[config.mk]
export PLATFORM = sky130hd
export DESIGN_NAME = io_regs
export DESIGN_NICKNAME = d
export VERILOG_FILES = /design/src/bus_pkg.sv /design/src/soc_map_pkg.sv /design/src/io_regs.sv
export SDC_FILE = /design/constraint.sdc
export NUM_CORES = 1
export LEC_CHECK = 0
export ABC_AREA = 1
export CAP_MARGIN = 5
export CORE_AREA = 2 2 86 88
export DETAILED_ROUTE_END_ITERATION = 12
export DIE_AREA = 0 0 88 90
export DONT_BUFFER_PORTS = 1
export PLACE_DENSITY = 0.49
export SLEW_MARGIN = 10
export SYNTH_ARGS = -nofsm -noshare
export SYNTH_HDL_FRONTEND = slang
export SYNTH_SLANG_ARGS = --single-unit
[constraint.sdc]
create_clock -name CLOCK_50 -period 2.85 [get_ports CLOCK_50]
set_input_delay 0.1425 -clock CLOCK_50 [delete_from_list [all_inputs] [get_ports CLOCK_50]]
set_output_delay 0.1425 -clock CLOCK_50 [all_outputs]
set_load 0.01 [all_outputs]
[src/bus_pkg.sv]
package bus_pkg;

    // processor bus widths
    localparam int addr_w = 64;
    localparam int data_w = 64;

    // load/store type as the core sends it
    // bits 1:0 give the access size
    // bit 2 marks an unsigned load, ignored here since loads come back zero-extended
    typedef logic [2:0] ls_type_t;

    // size codes, low two bits of ls_type_t
    localparam logic [1:0] ls_byte   = 2'b00;
    localparam logic [1:0] ls_half   = 2'b01;
    localparam logic [1:0] ls_word   = 2'b10;
    // doubleword, two memory words
    localparam logic [1:0] ls_double = 2'b11;

    // one 32-bit memory word, little endian
    // byte 0 and half 0 sit in the low bits
    // the memory picks load lanes and merges stores through it
    typedef union packed {
        logic [3:0][7:0]  bytes;
        logic [1:0][15:0] halves;
    } ram_word_t;

endpackage

[src/soc_map_pkg.sv]
package soc_map_pkg;

    // data memory window
    // length is four bytes per word of the ram_words depth
    localparam logic [bus_pkg::addr_w-1:0] ram_base = 64'h0000_0000_0001_0000;

    // io registers, well above the memory window
    // last key code, read only
    localparam logic [bus_pkg::addr_w-1:0] key_addr = 64'h0000_0000_0002_0000;

    // console byte port, write only
    localparam logic [bus_pkg::addr_w-1:0] console_addr = 64'h0000_0000_0002_0008;

    // interrupt vector codes
    // zero means no request pending
    localparam logic [3:0] irq_key = 4'd1;

endpackage

[src/io_regs.sv]
module io_regs (
    input  logic                       CLOCK_50,
    input  logic                       KEY0,
    input  logic [bus_pkg::addr_w-1:0] bus_address,
    input  logic [bus_pkg::data_w-1:0] bus_write_data,
    input  logic                       read_active,
    input  logic                       write_active,
    input  logic [7:0]                 key_ascii,
    input  logic                       key_pressed,
    input  logic                       interrupt_ack,
    output logic                       io_hit,
    output logic                       io_read_ack,
    output logic                       io_write_ack,
    output logic [bus_pkg::data_w-1:0] io_rdata,
    output logic [3:0]                 interrupt_vector,
    output logic [7:0]                 console_data,
    output logic                       console_write
);

    logic       key_sel;
    logic       console_sel;
    logic       key_prev;
    logic       key_edge;
    logic [7:0] key_code;
    logic       go_rd;
    logic       go_wr;

    // register decode
    assign key_sel     = bus_address == soc_map_pkg::key_addr;
    assign console_sel = bus_address == soc_map_pkg::console_addr;
    assign io_hit      = key_sel || console_sel;

    // one-cycle acks, same gating as the memory
    assign go_rd = read_active && io_hit && !io_read_ack;
    assign go_wr = write_active && io_hit && !io_write_ack;

    // press edge
    assign key_edge = key_pressed && !key_prev;

    // keyboard register and interrupt
    always_ff @(posedge CLOCK_50 or negedge KEY0) begin
        if (!KEY0) begin
            key_prev         <= 1'b0;
            key_code         <= 8'd0;
            interrupt_vector <= 4'd0;
        end else begin
            key_prev <= key_pressed;
            if (key_edge) begin
                key_code <= key_ascii;
            end
            if (interrupt_ack) begin
                interrupt_vector <= 4'd0;
            end
            // later assignment, a press beats an ack in the same cycle
            if (key_edge && key_ascii != 8'd0) begin
                interrupt_vector <= soc_map_pkg::irq_key;
            end
        end
    end

    // bus side acks and console strobe
    always_ff @(posedge CLOCK_50 or negedge KEY0) begin
        if (!KEY0) begin
            io_read_ack   <= 1'b0;
            io_write_ack  <= 1'b0;
            console_write <= 1'b0;
        end else begin
            io_read_ack   <= go_rd;
            io_write_ack  <= go_wr;
            // pulses together with the write ack
            console_write <= go_wr && console_sel;
        end
    end

    // payload
    // console port reads back as zero
    always_ff @(posedge CLOCK_50) begin
        if (go_rd) begin
            io_rdata <= key_sel ? {{(bus_pkg::data_w - 8){1'b0}}, key_code} : '0;
        end
        if (go_wr && console_sel) begin
            console_data <= bus_write_data[7:0];
        end
    end

endmodule

== Word-level counts from Yosys, hierarchy flattened ==
Cells that the tools add are included.
Storage, ports and cells
  bits in registers: 88
  input bits: 142
  output and inout bits: 80
  word-level logic and storage cells: 26
Operators by class
  eq/ne operators: 2
  muxes and demuxes: 2
  reduce and logical (&&, ||, !) cells: 13
Operators by type and width (count)
  $eq 64x18->1 const B: 2
  $mux 4: 2
  $reduce_bool 8->1: 1
  $logic_and 1x1->1: 7
  $logic_not 1->1: 3
  $reduce_bool 2->1: 1
  $logic_or 1x1->1: 1

== Depth between registers and ports, before layout ==
  depth after elaboration: 5
  gate-level depth with buffers: 9
  gate-level depth less buffers: 8

== Worst setup path after synthesis ==
No wires, ideal clock.
  path type: in2reg
  start point: in bus_address[63] (netlist name)
  end point: reg io_rdata[0] (netlist name), enable pin
  library setup time: 0.377 ns
  arrival: 1.154 ns
  data required time: 2.473 ns
  setup slack: 1.319 ns
  stages on the path: 7
  buffers on the path: 0
  path through: nor2_1 nand2_1 nor2_1 nand2_1 nor2_2 nand2_1 a21oi_1
Between the ends
  cells in the longest elaborated chain, start to end: 4
  elaborated cells on any way between the ends: 5
  those cells by class: eq/ne: 2; reduce/logical: 3
Ends and longest elaborated chain
  start, declared: RTL line io_regs.sv:4  | input logic [bus_pkg::addr_w-1:0] bus_address,
  $eq 64x18->1, on equally long branches: RTL line io_regs.sv:29, io_regs.sv:30
  $logic_or 1x1->1 (*): RTL line io_regs.sv:31  | assign io_hit = key_sel || console_sel;
  $logic_and 1x1->1 (*) (2 in a row): RTL line io_regs.sv:34  | assign go_rd = read_active && io_hit && !io_read_ack;
  named net go_rd: RTL line io_regs.sv:25  | logic go_rd;
  end signal, assigned: RTL line io_regs.sv:79  | io_rdata <= key_sel ? {{(bus_pkg::data_w - 8){1'b0}}, key_code} : '0;
  end, declared: RTL line io_regs.sv:14  | output logic [bus_pkg::data_w-1:0] io_rdata,
The timed path passes the listed nets; every way through them passes the cells marked *.
A chain may end at the register's enable or synchronous reset.

== Final worst setup path ==
  start point: in bus_address[63] (netlist name)
  end point: reg console_data[0], enable pin
Between the ends
  cells in the longest elaborated chain, start to end: 5
  elaborated cells on any way between the ends: 6
  those cells by class: eq/ne: 2; reduce/logical: 4
Ends and longest elaborated chain
  $eq 64x18->1, on equally long branches: RTL line io_regs.sv:29, io_regs.sv:30
  $logic_or 1x1->1: RTL line io_regs.sv:31
  $logic_and 1x1->1 (2 in a row): RTL line io_regs.sv:35  | assign go_wr = write_active && io_hit && !io_write_ack;
  $logic_and 1x1->1 (*): RTL line io_regs.sv:81  | if (go_wr && console_sel) begin
  end signal, assigned: RTL line io_regs.sv:82  | console_data <= bus_write_data[7:0];
  end, declared: RTL line io_regs.sv:16  | output logic [7:0] console_data,
Every way passes the cells marked *; elsewhere a longest branch is shown, timed or not.

==> out/metrics.csv <==
metric,value,unit
tightest_slew,0.655,ns
yosysSeqAreaShare,0.462,
overflow,0,
min_period,1.50,ns
slew_violations,0,
yosysMostFrequentCell,buf_4,
post_cts_buffers,0,
top_usage_layer,met2,
die_h,90,um
dr.pass1.iters,4,
dpl.hpwl,2500,um
setup-tns-final,0,ns
grt_pass1_wl,4690,um
worst-path-max-fanout,9,
start_util,0.249,
syn_to_final_growth,9.32,%
start_kind,input port,
slew_headroom,0.562,
grt_max_degree,18,
seq_area,806,sq um
peakVddDrop,0.000152,V
gp_congestion,0.725,
cts_buffers,5,
drc_errors,0,
ys_ff_latch,29,
grt_setup_unrepaired,false,
io_buffers,0,
clock_skew,0.00259,ns
n_antenna_cell,0,
synthTopCellsByCount,"buf_4, nor2_1, nand2_1",
fin_crit_sh,0.526,
end_kind,register,
yosys_warnings,0,
ctsHtreeMaxLevel,2,
utilization,0.272,
die_w,88,um
worstPathRequired,2.75,ns
cts_tree,done,
leakagePower,0.808,nW
finalSetupViolCount,0,
design_area,0.00191,sq mm
yosysTopAreaCellShare,0.275,
ys_top_cells_by_area,"edfxtp_1, buf_4, dfrtp_1",
synth_flop_cell,edfxtp_1,
drt-vias-per-instance,3.58,
vias,1183,
row_count,31,
drt-total-wl,3130,um
grtUsageMet3,0.0285,
wl_per_cell,9.47,um
drive_gt1_frac,0.0606,
hold_class,input port to register,
initialDrtViolationCount,18,
insertion_delay,0.27,ns
ys_types,18,
grt_pass1_vias,1044,
grtUsageMet2,0.142,
grt_usage,0.0768,
ys_async_sr_fraction,0.448,
hold_violations,0,
fmax,0.667,GHz
placed_cell_area,0.00164,sq mm
fillers,738,
status,"finished, final reports clean",
cp.arrival,1.40,ns
antenna_found_initial,0,
fin_nets,372,
path_clk_slew,0.06,ns
root_buffer,clkbuf_8,
cts_sinks,29,
grt_use_met1,0.0718,
multi_input_area,651,sq um
ant_nets,0,
coreArea,0.00702,sq mm
synth_edf_count,16,
powerDensity,465,mW/mm^2
clockBufferDepth,2,
max-cap-violations,0,
dieArea,0.00792,sq mm
syn_area_per_cell,8.43,sq um
netlist_area,0.00175,sq mm
synth_top_cell_by_area,edfxtp_1,
pin_count,222,
critPathKind,input port to register,
syn_inst,207,
logic make-up (layout without fill, tap and decap cells):
family	after synthesis	after routing	synth area share
other cells	1	59	0.00215
buf+inv	74	40	0.290
compound gates	12	12	0.0394
flops	29	29	0.462
simple gates	91	91	0.206
power by group:
group / total [mW] / internal, mW / switching (mW)
sequential: 0.463 / 0.458 / 0.00479
clock: 0.326 / 0.190 / 0.135
combinational: 0.0992 / 0.0328 / 0.0664
area by class of cell:
cell class / instances / share of cell area
flip-flops and latches: 29 / 0.422
multi-input cells: 162 / 0.341
repair buffers: 19 / 0.0984
well taps: 99 / 0.0649
clock buffers: 6 / 0.0433
inverters: 13 / 0.0256
clock inverters: 2 / 0.00459
path summary, 6_finish.rpt:
path | startpoint | endpoint | slack (ns) | depth (start not counted)
max | bus_address[63] | console_data[0]$_DFFE_PP_ | 1.35 | 7
min | write_active | io_write_ack$_DFF_PN0_ | 0.02 | 2
max reg2reg | io_write_ack$_DFF_PN0_ | console_data[0]$_DFFE_PP_ | 1.40 | 3
min reg2reg | key_code[6]$_DFFE_PN0P_ | key_code[6]$_DFFE_PN0P_ | 0.54 | 2
max in group asynchronous | KEY0 | key_prev$_DFF_PN0_ | 2.12 | 1
min in group asynchronous | KEY0 | key_code[0]$_DFFE_PN0P_ | 0.33 | 1
state kept, by name, indices dropped and copies added, names as in the netlist:
register	flops
console_data	8
io_rdata	8
key_code	8
console_write	1
interrupt_vector	1
io_read_ack	1
io_write_ack	1
key_prev	1
worst max-delay path: stages:
cell,delay [ns]
nor2_1,0.08
nand2_1,0.06
nor2_1,0.19
nand2_1,0.09
nor2_2,0.16
nand2_1,0.15
nor2_1,0.54
metrics by stage:
stage	power, mW	hold slack (ns)	worst slack [ns]	instances
6_report	0.888	0.0238	1.35	330
5_1_grt	0.933	0.0252	1.11	330
4_1_cts	0.900	0.0181	1.25	330
3_5_place_dp	0.544	-0.153	0.965	304
3_3_place_gp	0.543	-0.153	0.918	304
2_1_floorplan	0.598	-0.153	1.32	265
layout by cell type (no fill, tap or decap):
master and n:
nand2_2 1, a21bo_2 1, o21ai_1 1, a21oi_1 1
buf_4 1, clkbuf_8 6, nor2_1 51, inv_1 13
dlygate4sd3_1 18, clkinv_1 1, clkinv_2 1, nand2_1 33
o21ai_0 8, a21oi_2 1, nor4_1 2, conb_1 59
nor2_2 3, edfxtp_1 16, dfrtp_1 13, nand3b_1 1
timing repair:
item,in CTS,in global routing
hold buffers,18,0
endpoints found under the hold margin,30,0
resized for setup,0,0
endpoints found under the setup margin,0,0
layer usage:
metal	up-vias	wire length [um]
met1	500	1100
met4	0	42
met5	-	0
li1	568	-
met3	5	423
met2	110	1560
Power figures use the tool's default switching activity.
