`src/bus_pkg.sv`:
```
package bus_pkg;

    // processor bus widths
    localparam int addr_w = 64;
    localparam int data_w = 64;

    // load/store type as the core sends it
    // bits 1:0 give the access size
    // bit 2 marks an unsigned load, ignored here since loads come back zero-extended
    typedef logic [2:0] ls_type_t;

    // size codes, low two bits of ls_type_t
    localparam logic [1:0] ls_byte   = 2'b00;
    localparam logic [1:0] ls_half   = 2'b01;
    localparam logic [1:0] ls_word   = 2'b10;
    // doubleword, two memory words
    localparam logic [1:0] ls_double = 2'b11;

    // one 32-bit memory word, little endian
    // byte 0 and half 0 sit in the low bits
    // the memory picks load lanes and merges stores through it
    typedef union packed {
        logic [3:0][7:0]  bytes;
        logic [1:0][15:0] halves;
    } ram_word_t;

endpackage

```
`src/bus_responder.sv`:
```
module bus_responder (
    input  logic                       CLOCK_50,
    input  logic                       KEY0,
    input  logic                       bus_read_enable,
    input  logic                       bus_write_enable,
    input  logic                       ram_hit,
    input  logic                       io_hit,
    input  logic                       ram_read_ack,
    input  logic                       ram_write_ack,
    input  logic                       io_read_ack,
    input  logic                       io_write_ack,
    input  logic [bus_pkg::data_w-1:0] ram_rdata,
    input  logic [bus_pkg::data_w-1:0] io_rdata,
    output logic                       read_active,
    output logic                       write_active,
    output logic [bus_pkg::data_w-1:0] bus_read_data,
    output logic                       bus_read_done,
    output logic                       bus_write_done
);

    logic miss;
    logic miss_read_ack;
    logic miss_write_ack;
    logic read_ack;
    logic write_ack;

    // window is open while done is low
    // opens the cycle after the strobe, closes the cycle after the ack
    assign read_active  = !bus_read_done;
    assign write_active = !bus_write_done;

    // nobody claims the address
    assign miss = !ram_hit && !io_hit;

    // any side finishing the access
    assign read_ack  = ram_read_ack || io_read_ack || miss_read_ack;
    assign write_ack = ram_write_ack || io_write_ack || miss_write_ack;

    // done levels and unmapped completion
    always_ff @(posedge CLOCK_50 or negedge KEY0) begin
        if (!KEY0) begin
            bus_read_done  <= 1'b1;
            bus_write_done <= 1'b1;
            miss_read_ack  <= 1'b0;
            miss_write_ack <= 1'b0;
        end else begin
            // unmapped access answers one cycle into the window
            miss_read_ack  <= read_active && miss && !miss_read_ack;
            miss_write_ack <= write_active && miss && !miss_write_ack;

            // strobe drops done, ack raises it again
            if (bus_read_enable) begin
                bus_read_done <= 1'b0;
            end else if (read_ack) begin
                bus_read_done <= 1'b1;
            end

            if (bus_write_enable) begin
                bus_write_done <= 1'b0;
            end else if (write_ack) begin
                bus_write_done <= 1'b1;
            end
        end
    end

    // read data from whichever side acked
    // unmapped reads return zero
    always_ff @(posedge CLOCK_50) begin
        if (ram_read_ack) begin
            bus_read_data <= ram_rdata;
        end else if (io_read_ack) begin
            bus_read_data <= io_rdata;
        end else if (miss_read_ack) begin
            bus_read_data <= '0;
        end
    end

endmodule

```
`config.mk`:
```
export PLATFORM = sky130hd
export DESIGN_NAME = bus_responder
export DESIGN_NICKNAME = d
export VERILOG_FILES = /design/src/bus_pkg.sv /design/src/bus_responder.sv
export SDC_FILE = /design/constraint.sdc
export NUM_CORES = 1
export LEC_CHECK = 0
export ABC_CLOCK_PERIOD_IN_PS = 5900
export BUFFER_PORTS_ARGS = -buffer_cell sky130_fd_sc_hd__buf_2
export CAP_MARGIN = 20
export CORE_UTILIZATION = 43
export CTS_CLUSTER_DIAMETER = 40
export DETAILED_ROUTE_END_ITERATION = 8
export PLACE_DENSITY = 0.85
export SETUP_SLACK_MARGIN = 0.5
export SLEW_MARGIN = 10
export SYNTH_ARGS = -nofsm -noshare
export SYNTH_HDL_FRONTEND = slang
export SYNTH_SLANG_ARGS = --single-unit
export TNS_END_PERCENT = 1
```
`constraint.sdc`:
```
create_clock -name CLOCK_50 -period 5.9 [get_ports CLOCK_50]
set_input_delay 0.885 -clock CLOCK_50 [delete_from_list [all_inputs] [get_ports CLOCK_50]]
set_output_delay 0.885 -clock CLOCK_50 [all_outputs]
set_load 0.005 [all_outputs]
```
* Word-level counts from Yosys, hierarchy flattened
Cells that the tools add are included.
** Cells by class
- Muxes and demuxes :: 7
- Reductions and logical operators :: 18
** Operator list (count)
- $mux W64 :: 3
- $logic_not A1 Y1 :: 6
- $logic_and A1 B1 Y1 :: 5
- $logic_or A1 B1 Y1 :: 4
- $mux W1 :: 4
- $reduce_bool A2 Y1 :: 2
- $reduce_bool A3 Y1 :: 1
** Storage, ports and cells
- Register bits after elaboration :: 68
- Input bits :: 138
- Output and inout bits :: 68
- Word-level logic and storage cells :: 30

* Longest topological paths before layout
Gate-level depths: netlist of run 1.
- Word-level depth :: 4
- Mapped depth :: 4
- Mapped depth without buffers :: 2

* Least setup slack after synthesis of run 1
No wires, ideal clock.
- Path kind :: in2reg
- Start point :: input port ram_read_ack
- End point :: register bus_read_data[0] (netlist name) (enable)
- Setup time :: 0.418 ns
- Arrival :: 2.319 ns
- Required time :: 5.482 ns
- Path slack :: 3.162 ns
- Stages on the path :: 3
- Buffers on the path :: 1
- Path through :: buf_4 > nor3_1 > inv_1
** On the way
- Word-level cells in the longest chain between the ends :: 1
** Ends and longest elaborated chain
- start, declared :: line bus_responder.sv:8 : input logic ram_read_ack,
- $reduce_bool A3 Y1 (no line)
- end signal, assigned :: line bus_responder.sv:70 : bus_read_data <= ram_rdata;
- end signal, assigned :: line bus_responder.sv:72 : bus_read_data <= io_rdata;
- end, declared :: line bus_responder.sv:16 : output logic [bus_pkg::data_w-1:0] bus_read_data,
Every way passes these cells.
A chain may end at the register's enable or synchronous reset.

* Worst setup path in the final report of run 1
- Start point :: input port ram_read_ack
- End point :: register bus_read_data[37] (netlist name) (enable)
Same word-level chain as after synthesis.

==> results.cfg, run 1 <==
[sta]
finClkSkew_ns = 0.004729
fin_setup_tns_ns = 0
worst_slew_pin_slew_ns = 0.6854
post-route-min-period_ns = 2.598
hold_violations = 0
rsz0062_at_grt = false
post-route-period-util_pct = 44.03
setup_violations = 0
max_slew_margin_pct = 54.21
slew_viol_final = 0
fmax_ghz = 0.3849

[critical_path]
crit_start = ram_read_ack
slowest_stage = buf_4
path_common_cell = buf_4
crit_arrival_ns = 2.55
start_kind = input port
timing.rr.end = bus_read_data[37]
r2r-start = miss_read_ack
reg2regPathDepth = 3
endpoint_kind = register
r2r_slack_ns = 4.23
cp_slowest_stage_delay_ns = 0.60
critPathKind = input port to register
cp_max_fo = 67
cp_cell_sequence = buf_2, buf_4, nor3_1, inv_2, buf_4
required_ns = 5.86
cp_num_buf_inv = 4
critPathTopFamily = buffers and inverters

[clock_network]
hold_buffers = 0
clkSinkCount = 68
cts_resized = 0
insertion_delay_ns = 0.32
numCtsBuffers = 9
cts_tree = done
clock_path_buffers = 2
root_buffer = clkbuf_8
h-tree-depth = 3
post_cts_buffers = 0
clk_pin_slew_ns = 0.07

[drt]
vias = 2241
drt-initial-drc-count = 110
vias_per_cell = 5.059
avgRoutedWirePerCell_um = 15.94
route.detailed.drc = 0
postRouteAntennaNets = 0
routed_wl_mm = 7.062
first_pass_iters = 4

[synthesis]
netlist_area_um2 = 2755
syn_area_per_cell_um2 = 17.44
yosys.area.top_type = edfxtp_1
synth.area.top_cells = edfxtp_1 (70%), a22o_1 (20%), buf_6 (2.9%)
yosysWarningCount = 0
synth_cell_types = 16
ys_seq_area_share_pct = 73.48
syn-instance-count = 158
synth_nets = 296
netlist.area_leader.share_pct = 69.75
synth_seq_cells = 68

[die]
dieArea_um2 = 6731
initial_utilization_pct = 45.46
core_um2 = 6061
fp.dieH_um = 82.05
num_io_pins = 206
die-width_um = 82.05
num_rows = 28

[global_route]
grt_start_max_net_pins = 68
grt_use_met2_pct = 37.19
grt_pass1_wl_mm = 10.07
antenna_found_initial = 0
grt_overflow = 0
busiest_layer = met2
met3_usage_pct = 5.444
grt_pass1_vias = 2197
met1_usage_pct = 22.53
grtUsageTotal_pct = 20.79

[placement]
io_buffers = 205
gp_congestion = 0.7283
hpwl_mm = 5.242
dp_cells = 427

[flow_run]
maxCapViolCount = 0

[power_and_ir_drop]
leakagePower_nw = 1.946
powerDensity_nw_per_um2 = 287.7
ir_drop_mv = 0.1807

[finish]
num_antenna_cells = 0
drive_gt1_share_pct = 61.41
regArea_um2 = 2024
finalNetCount = 501
multi_input_area_um2 = 610.6
instances_no_fill = 443
nFillCells = 478
area_delta_synth_final_pct = 45.00

[status]
status = completed

[hold_path]
min_path_type = input port to asynchronous set/reset pin
placed cells by master, fill, tap and decap left out, types with 2 or more instances in the layout:
| cell type | instances |
|---|---|
| a22o_1 | 63 |
| buf_2 | 205 |
| buf_4 | 3 |
| bufinv_16 | 2 |
| clkbuf_8 | 9 |
| clkinv_2 | 3 |
| dfrtp_1 | 2 |
| dfstp_2 | 2 |
| edfxtp_1 | 64 |
| inv_1 | 2 |
| nand2_1 | 2 |
| nor4_1 | 3 |
cell usage after synthesis:
cell type  count
a22o_1        63
o21ai_1        1
inv_1          3
clkbuf_1       2
nor2_1         1
dfrtp_1        2
nand2_1        2
buf_2          4
edfxtp_1      64
nor3_1         1
buf_4          1
dfstp_2        2
nor4_1         3
nor2b_2        1
buf_6          7
a21oi_1        1
sequential cells by signal, indices dropped and copies added, names as in the netlist:
name	cells
bus_read_data	64
bus_read_done	1
bus_write_done	1
miss_read_ack	1
miss_write_ack	1
metrics by stage:
stage	total power [mW]	setup WS [ns]	utilization [%]	cell area, um2	hold slack (ns)
floorplan	0.6632	3.162	-	2755	0.4032
global placement	0.7524	3.051	62.51	3789	0.4231
global route	1.203	3.201	65.92	3995	0.3406
detailed placement	0.7598	2.959	62.51	3789	0.4245
finish	1.149	3.302	65.92	3995	0.3560
CTS	1.161	3.314	65.92	3995	0.3454
worst reg2reg max path, cell delays in order (launching register included):
cell and delay, ns:
dfrtp_1 0.36, nor3_1 0.07, inv_2 0.25, buf_4 0.60
logic make-up (layout without fill, tap and decap cells):
family                 count (synthesis)  after routing  share of synthesized area, %
AO/OA/AOI/OAI                         65             65                         20.39
buffers and inverters                 17            227                         4.542
flip-flops                            68             68                         73.48
AND/OR/NAND/NOR                        8              8                         1.589
power breakdown:
group	internal (mW)	total, mW	switching, mW
registers	0.580	0.592	0.0117
clock network	0.235	0.403	0.168
logic	0.0852	0.154	0.0691
total	0.900	1.15	0.249
per-layer routing:
layer,share of wire (%),up-vias
met2,52,122
met1,37,1036
met4,1.9,0
met5,0,-
li1,-,1070
met3,8.6,13
layout make-up:
cell class / instances / share of cell area, %
Clock inverter: 6 / 1.973
Clock buffer: 10 / 3.194
Inverter: 3 / 0.2819
Multi-Input combinational cell: 73 / 15.28
Timing Repair Buffer: 208 / 26.25
Tap cell: 75 / 2.349
Sequential cell: 68 / 50.67
how the worst max path moves through the flow:
stage | end | depth (start not counted)
5_1_grt | bus_read_data[39] | 5
4_1_cts | bus_read_data[37] | 5
6_report | bus_read_data[37] | 5
2_1_floorplan | bus_read_data[0] | 3
3_3_place_gp | bus_read_data[32] | 5
3_5_place_dp | bus_read_data[22] | 5
(Power assumes the default switching activity.)
==> run 2: changes to the inputs <==
--- a/config.mk
+++ b/config.mk
@@ -5,13 +5,13 @@
 export SDC_FILE = /design/constraint.sdc
 export NUM_CORES = 1
 export LEC_CHECK = 0
-export ABC_CLOCK_PERIOD_IN_PS = 5900
+export ABC_CLOCK_PERIOD_IN_PS = 2700
 export BUFFER_PORTS_ARGS = -buffer_cell sky130_fd_sc_hd__buf_2
 export CAP_MARGIN = 20
-export CORE_UTILIZATION = 43
+export CORE_UTILIZATION = 40
 export CTS_CLUSTER_DIAMETER = 40
 export DETAILED_ROUTE_END_ITERATION = 8
-export PLACE_DENSITY = 0.85
+export PLACE_DENSITY = 0.8
 export SETUP_SLACK_MARGIN = 0.5
 export SLEW_MARGIN = 10
 export SYNTH_ARGS = -nofsm -noshare
==> constraint.sdc (replaced) <==
create_clock -name CLOCK_50 -period 2.7 [get_ports CLOCK_50]
set_input_delay 0.405 -clock CLOCK_50 [delete_from_list [all_inputs] [get_ports CLOCK_50]]
set_output_delay 0.405 -clock CLOCK_50 [all_outputs]
set_load 0.005 [all_outputs]
==> results.cfg, run 2 (synthesized netlist as in run 1, its figures left out) <==
[drt]
drt-initial-drc-count = 121
vias_per_cell = 5.087
vias = 2274
avgRoutedWirePerCell_um = 15.72
postRouteAntennaNets = 0
route.detailed.drc = 0
first_pass_iters = 4
routed_wl_mm = 7.028

[die]
num_io_pins = 206
core_um2 = 6495
dieArea_um2 = 7224
die-width_um = 85.00
fp.dieH_um = 85.00
num_rows = 29
initial_utilization_pct = 42.42

[sta]
fmax_ghz = 0.5655
post-route-min-period_ns = 1.768
fin_setup_tns_ns = 0
worst_slew_pin_slew_ns = 0.6337
fin_ws_ns = 0.9316
rsz0062_at_grt = false
slew_viol_final = 0
finClkSkew_ns = 0.005393
post-route-period-util_pct = 65.50
hold_violations = 0
setup_violations = 0
max_slew_margin_pct = 57.66

[global_route]
grt_start_max_net_pins = 37
antenna_found_initial = 0
grt_pass1_wl_mm = 10.90
grt_pass1_vias = 2325
grt_overflow = 0
grtUsageTotal_pct = 20.13

[finish]
final_common_cell = buf_2
regMostFlops = bus_read_data
nFillCells = 531
drive_gt1_share_pct = 60.81
num_antenna_cells = 0
area_delta_synth_final_pct = 45.00
layout_common_cells = buf_2 (205), edfxtp_1 (64), a22o_1 (63)
largest_reg_flops = 64
finalNetCount = 503

[status]
status = completed

[critical_path]
cp_max_fo = 34
timing.rr.end = bus_read_data[18]
critPathKind = input port to register
start_kind = input port
r2r_slack_ns = 1.38
endpoint_kind = register
crit_arrival_ns = 1.96
r2r-start = miss_read_ack
reg2regPathDepth = 3
required_ns = 2.89

[placement]
pre_cts_ws_ns = 0.5995
hpwl_mm = 5.206
io_buffers = 205
gp_congestion = 0.7472

[hold_path]
hold_start = bus_read_enable
holdPathStages = 2
hold_end = bus_read_done
min_path_type = input port to register

[clock_network]
clkSinkCount = 68
numCtsBuffers = 9
insertion_delay_ns = 0.32
clock_path_buffers = 2
cts_tree = done
clk_pin_slew_ns = 0.07
h-tree-depth = 3
root_buffer = clkbuf_8

[power_and_ir_drop]
power.share.sequential_pct = 53.6
combPwrFrac_pct = 14.2
p_sw_share_pct = 21.80
p_sw_uw = 525.3
leakagePower_nw = 1.935
clkPwrFrac_pct = 32.2
p_int_mw = 1.885
powerDensity_nw_per_um2 = 603.3
ir_drop_mv = 0.3185

[flow_run]
maxCapViolCount = 0
## run 2: per-layer routing
| layer | track usage (%) | routed length (um) | vias up | part of all wire, % |
|---|---|---|---|---|
| li1 | - | - | 1077 | - |
| met1 | 21.04 | 2478 | 1030 | 35 |
| met2 | 36.66 | 3724 | 146 | 53 |
| met3 | 5.058 | 589 | 21 | 8.4 |
| met4 | 11.56 | 235 | 0 | 3.3 |
| met5 | 0 | 0 | - | 0 |
## run 2: power by group through the flow
stage	Sequential, mW	Combinational, mW	Clock [mW]
final	1.29	0.341	0.776
after global routing	1.30	0.376	0.847
after global placement	1.31	0.335	0
after floorplan	1.33	0.118	0
after CTS	1.29	0.346	0.797
after detailed placement	1.32	0.344	0
## run 2: final cells by class
| type | count | area, um2 | share of cell area [%] |
|---|---|---|---|
| repair buffers | 210 | 1066 | 26.68 |
| flip-flops and latches | 68 | 2024 | 50.67 |
| clock inverters | 2 | 35.03 | 0.8769 |
| clock buffers | 14 | 142.6 | 3.570 |
| inverters | 3 | 15.01 | 0.3758 |
| multi-input cells | 73 | 615.6 | 15.41 |
| well taps | 77 | 96.34 | 2.412 |
## run 2: per-stage QoR
| step | area, um2 | util, % | hold WS, ns | total power [mW] | std cells |
|---|---|---|---|---|---|
| after CTS | 3995 | 61.51 | 0.1726 | 2.438 | 447 |
| after global placement | 3807 | 58.62 | 0.2102 | 1.648 | 430 |
| final | 3995 | 61.51 | 0.1913 | 2.410 | 447 |
| after floorplan | 2764 | - | 0.1094 | 1.449 | 158 |
| after global routing | 3995 | 61.51 | 0.1787 | 2.524 | 447 |
| after detailed placement | 3807 | 58.62 | 0.2103 | 1.660 | 430 |
## run 2: worst max-delay path by stage
stage                      start  cells past startpoint                end
CTS                 ram_read_ack                      4  bus_read_data[48]
global route        ram_read_ack                      4  bus_read_data[48]
finish              ram_read_ack                      4  bus_read_data[48]
detailed placement  ram_read_ack                      4  bus_read_data[48]
floorplan           ram_read_ack                      3   bus_read_data[0]
global placement    ram_read_ack                      4  bus_read_data[22]
## run 2: what timing repair did
item / CTS / global route
endpoints found under the hold margin: 2 / 0
setup buffers: 0 / 0
gates resized for setup: 0 / 0
hold buffers: 1 / 0
## run 2: critical path: stages
cell     delay [ns]
buf_2          0.28
nor2b_4        0.59
buf_4          0.45
a22o_1         0.20
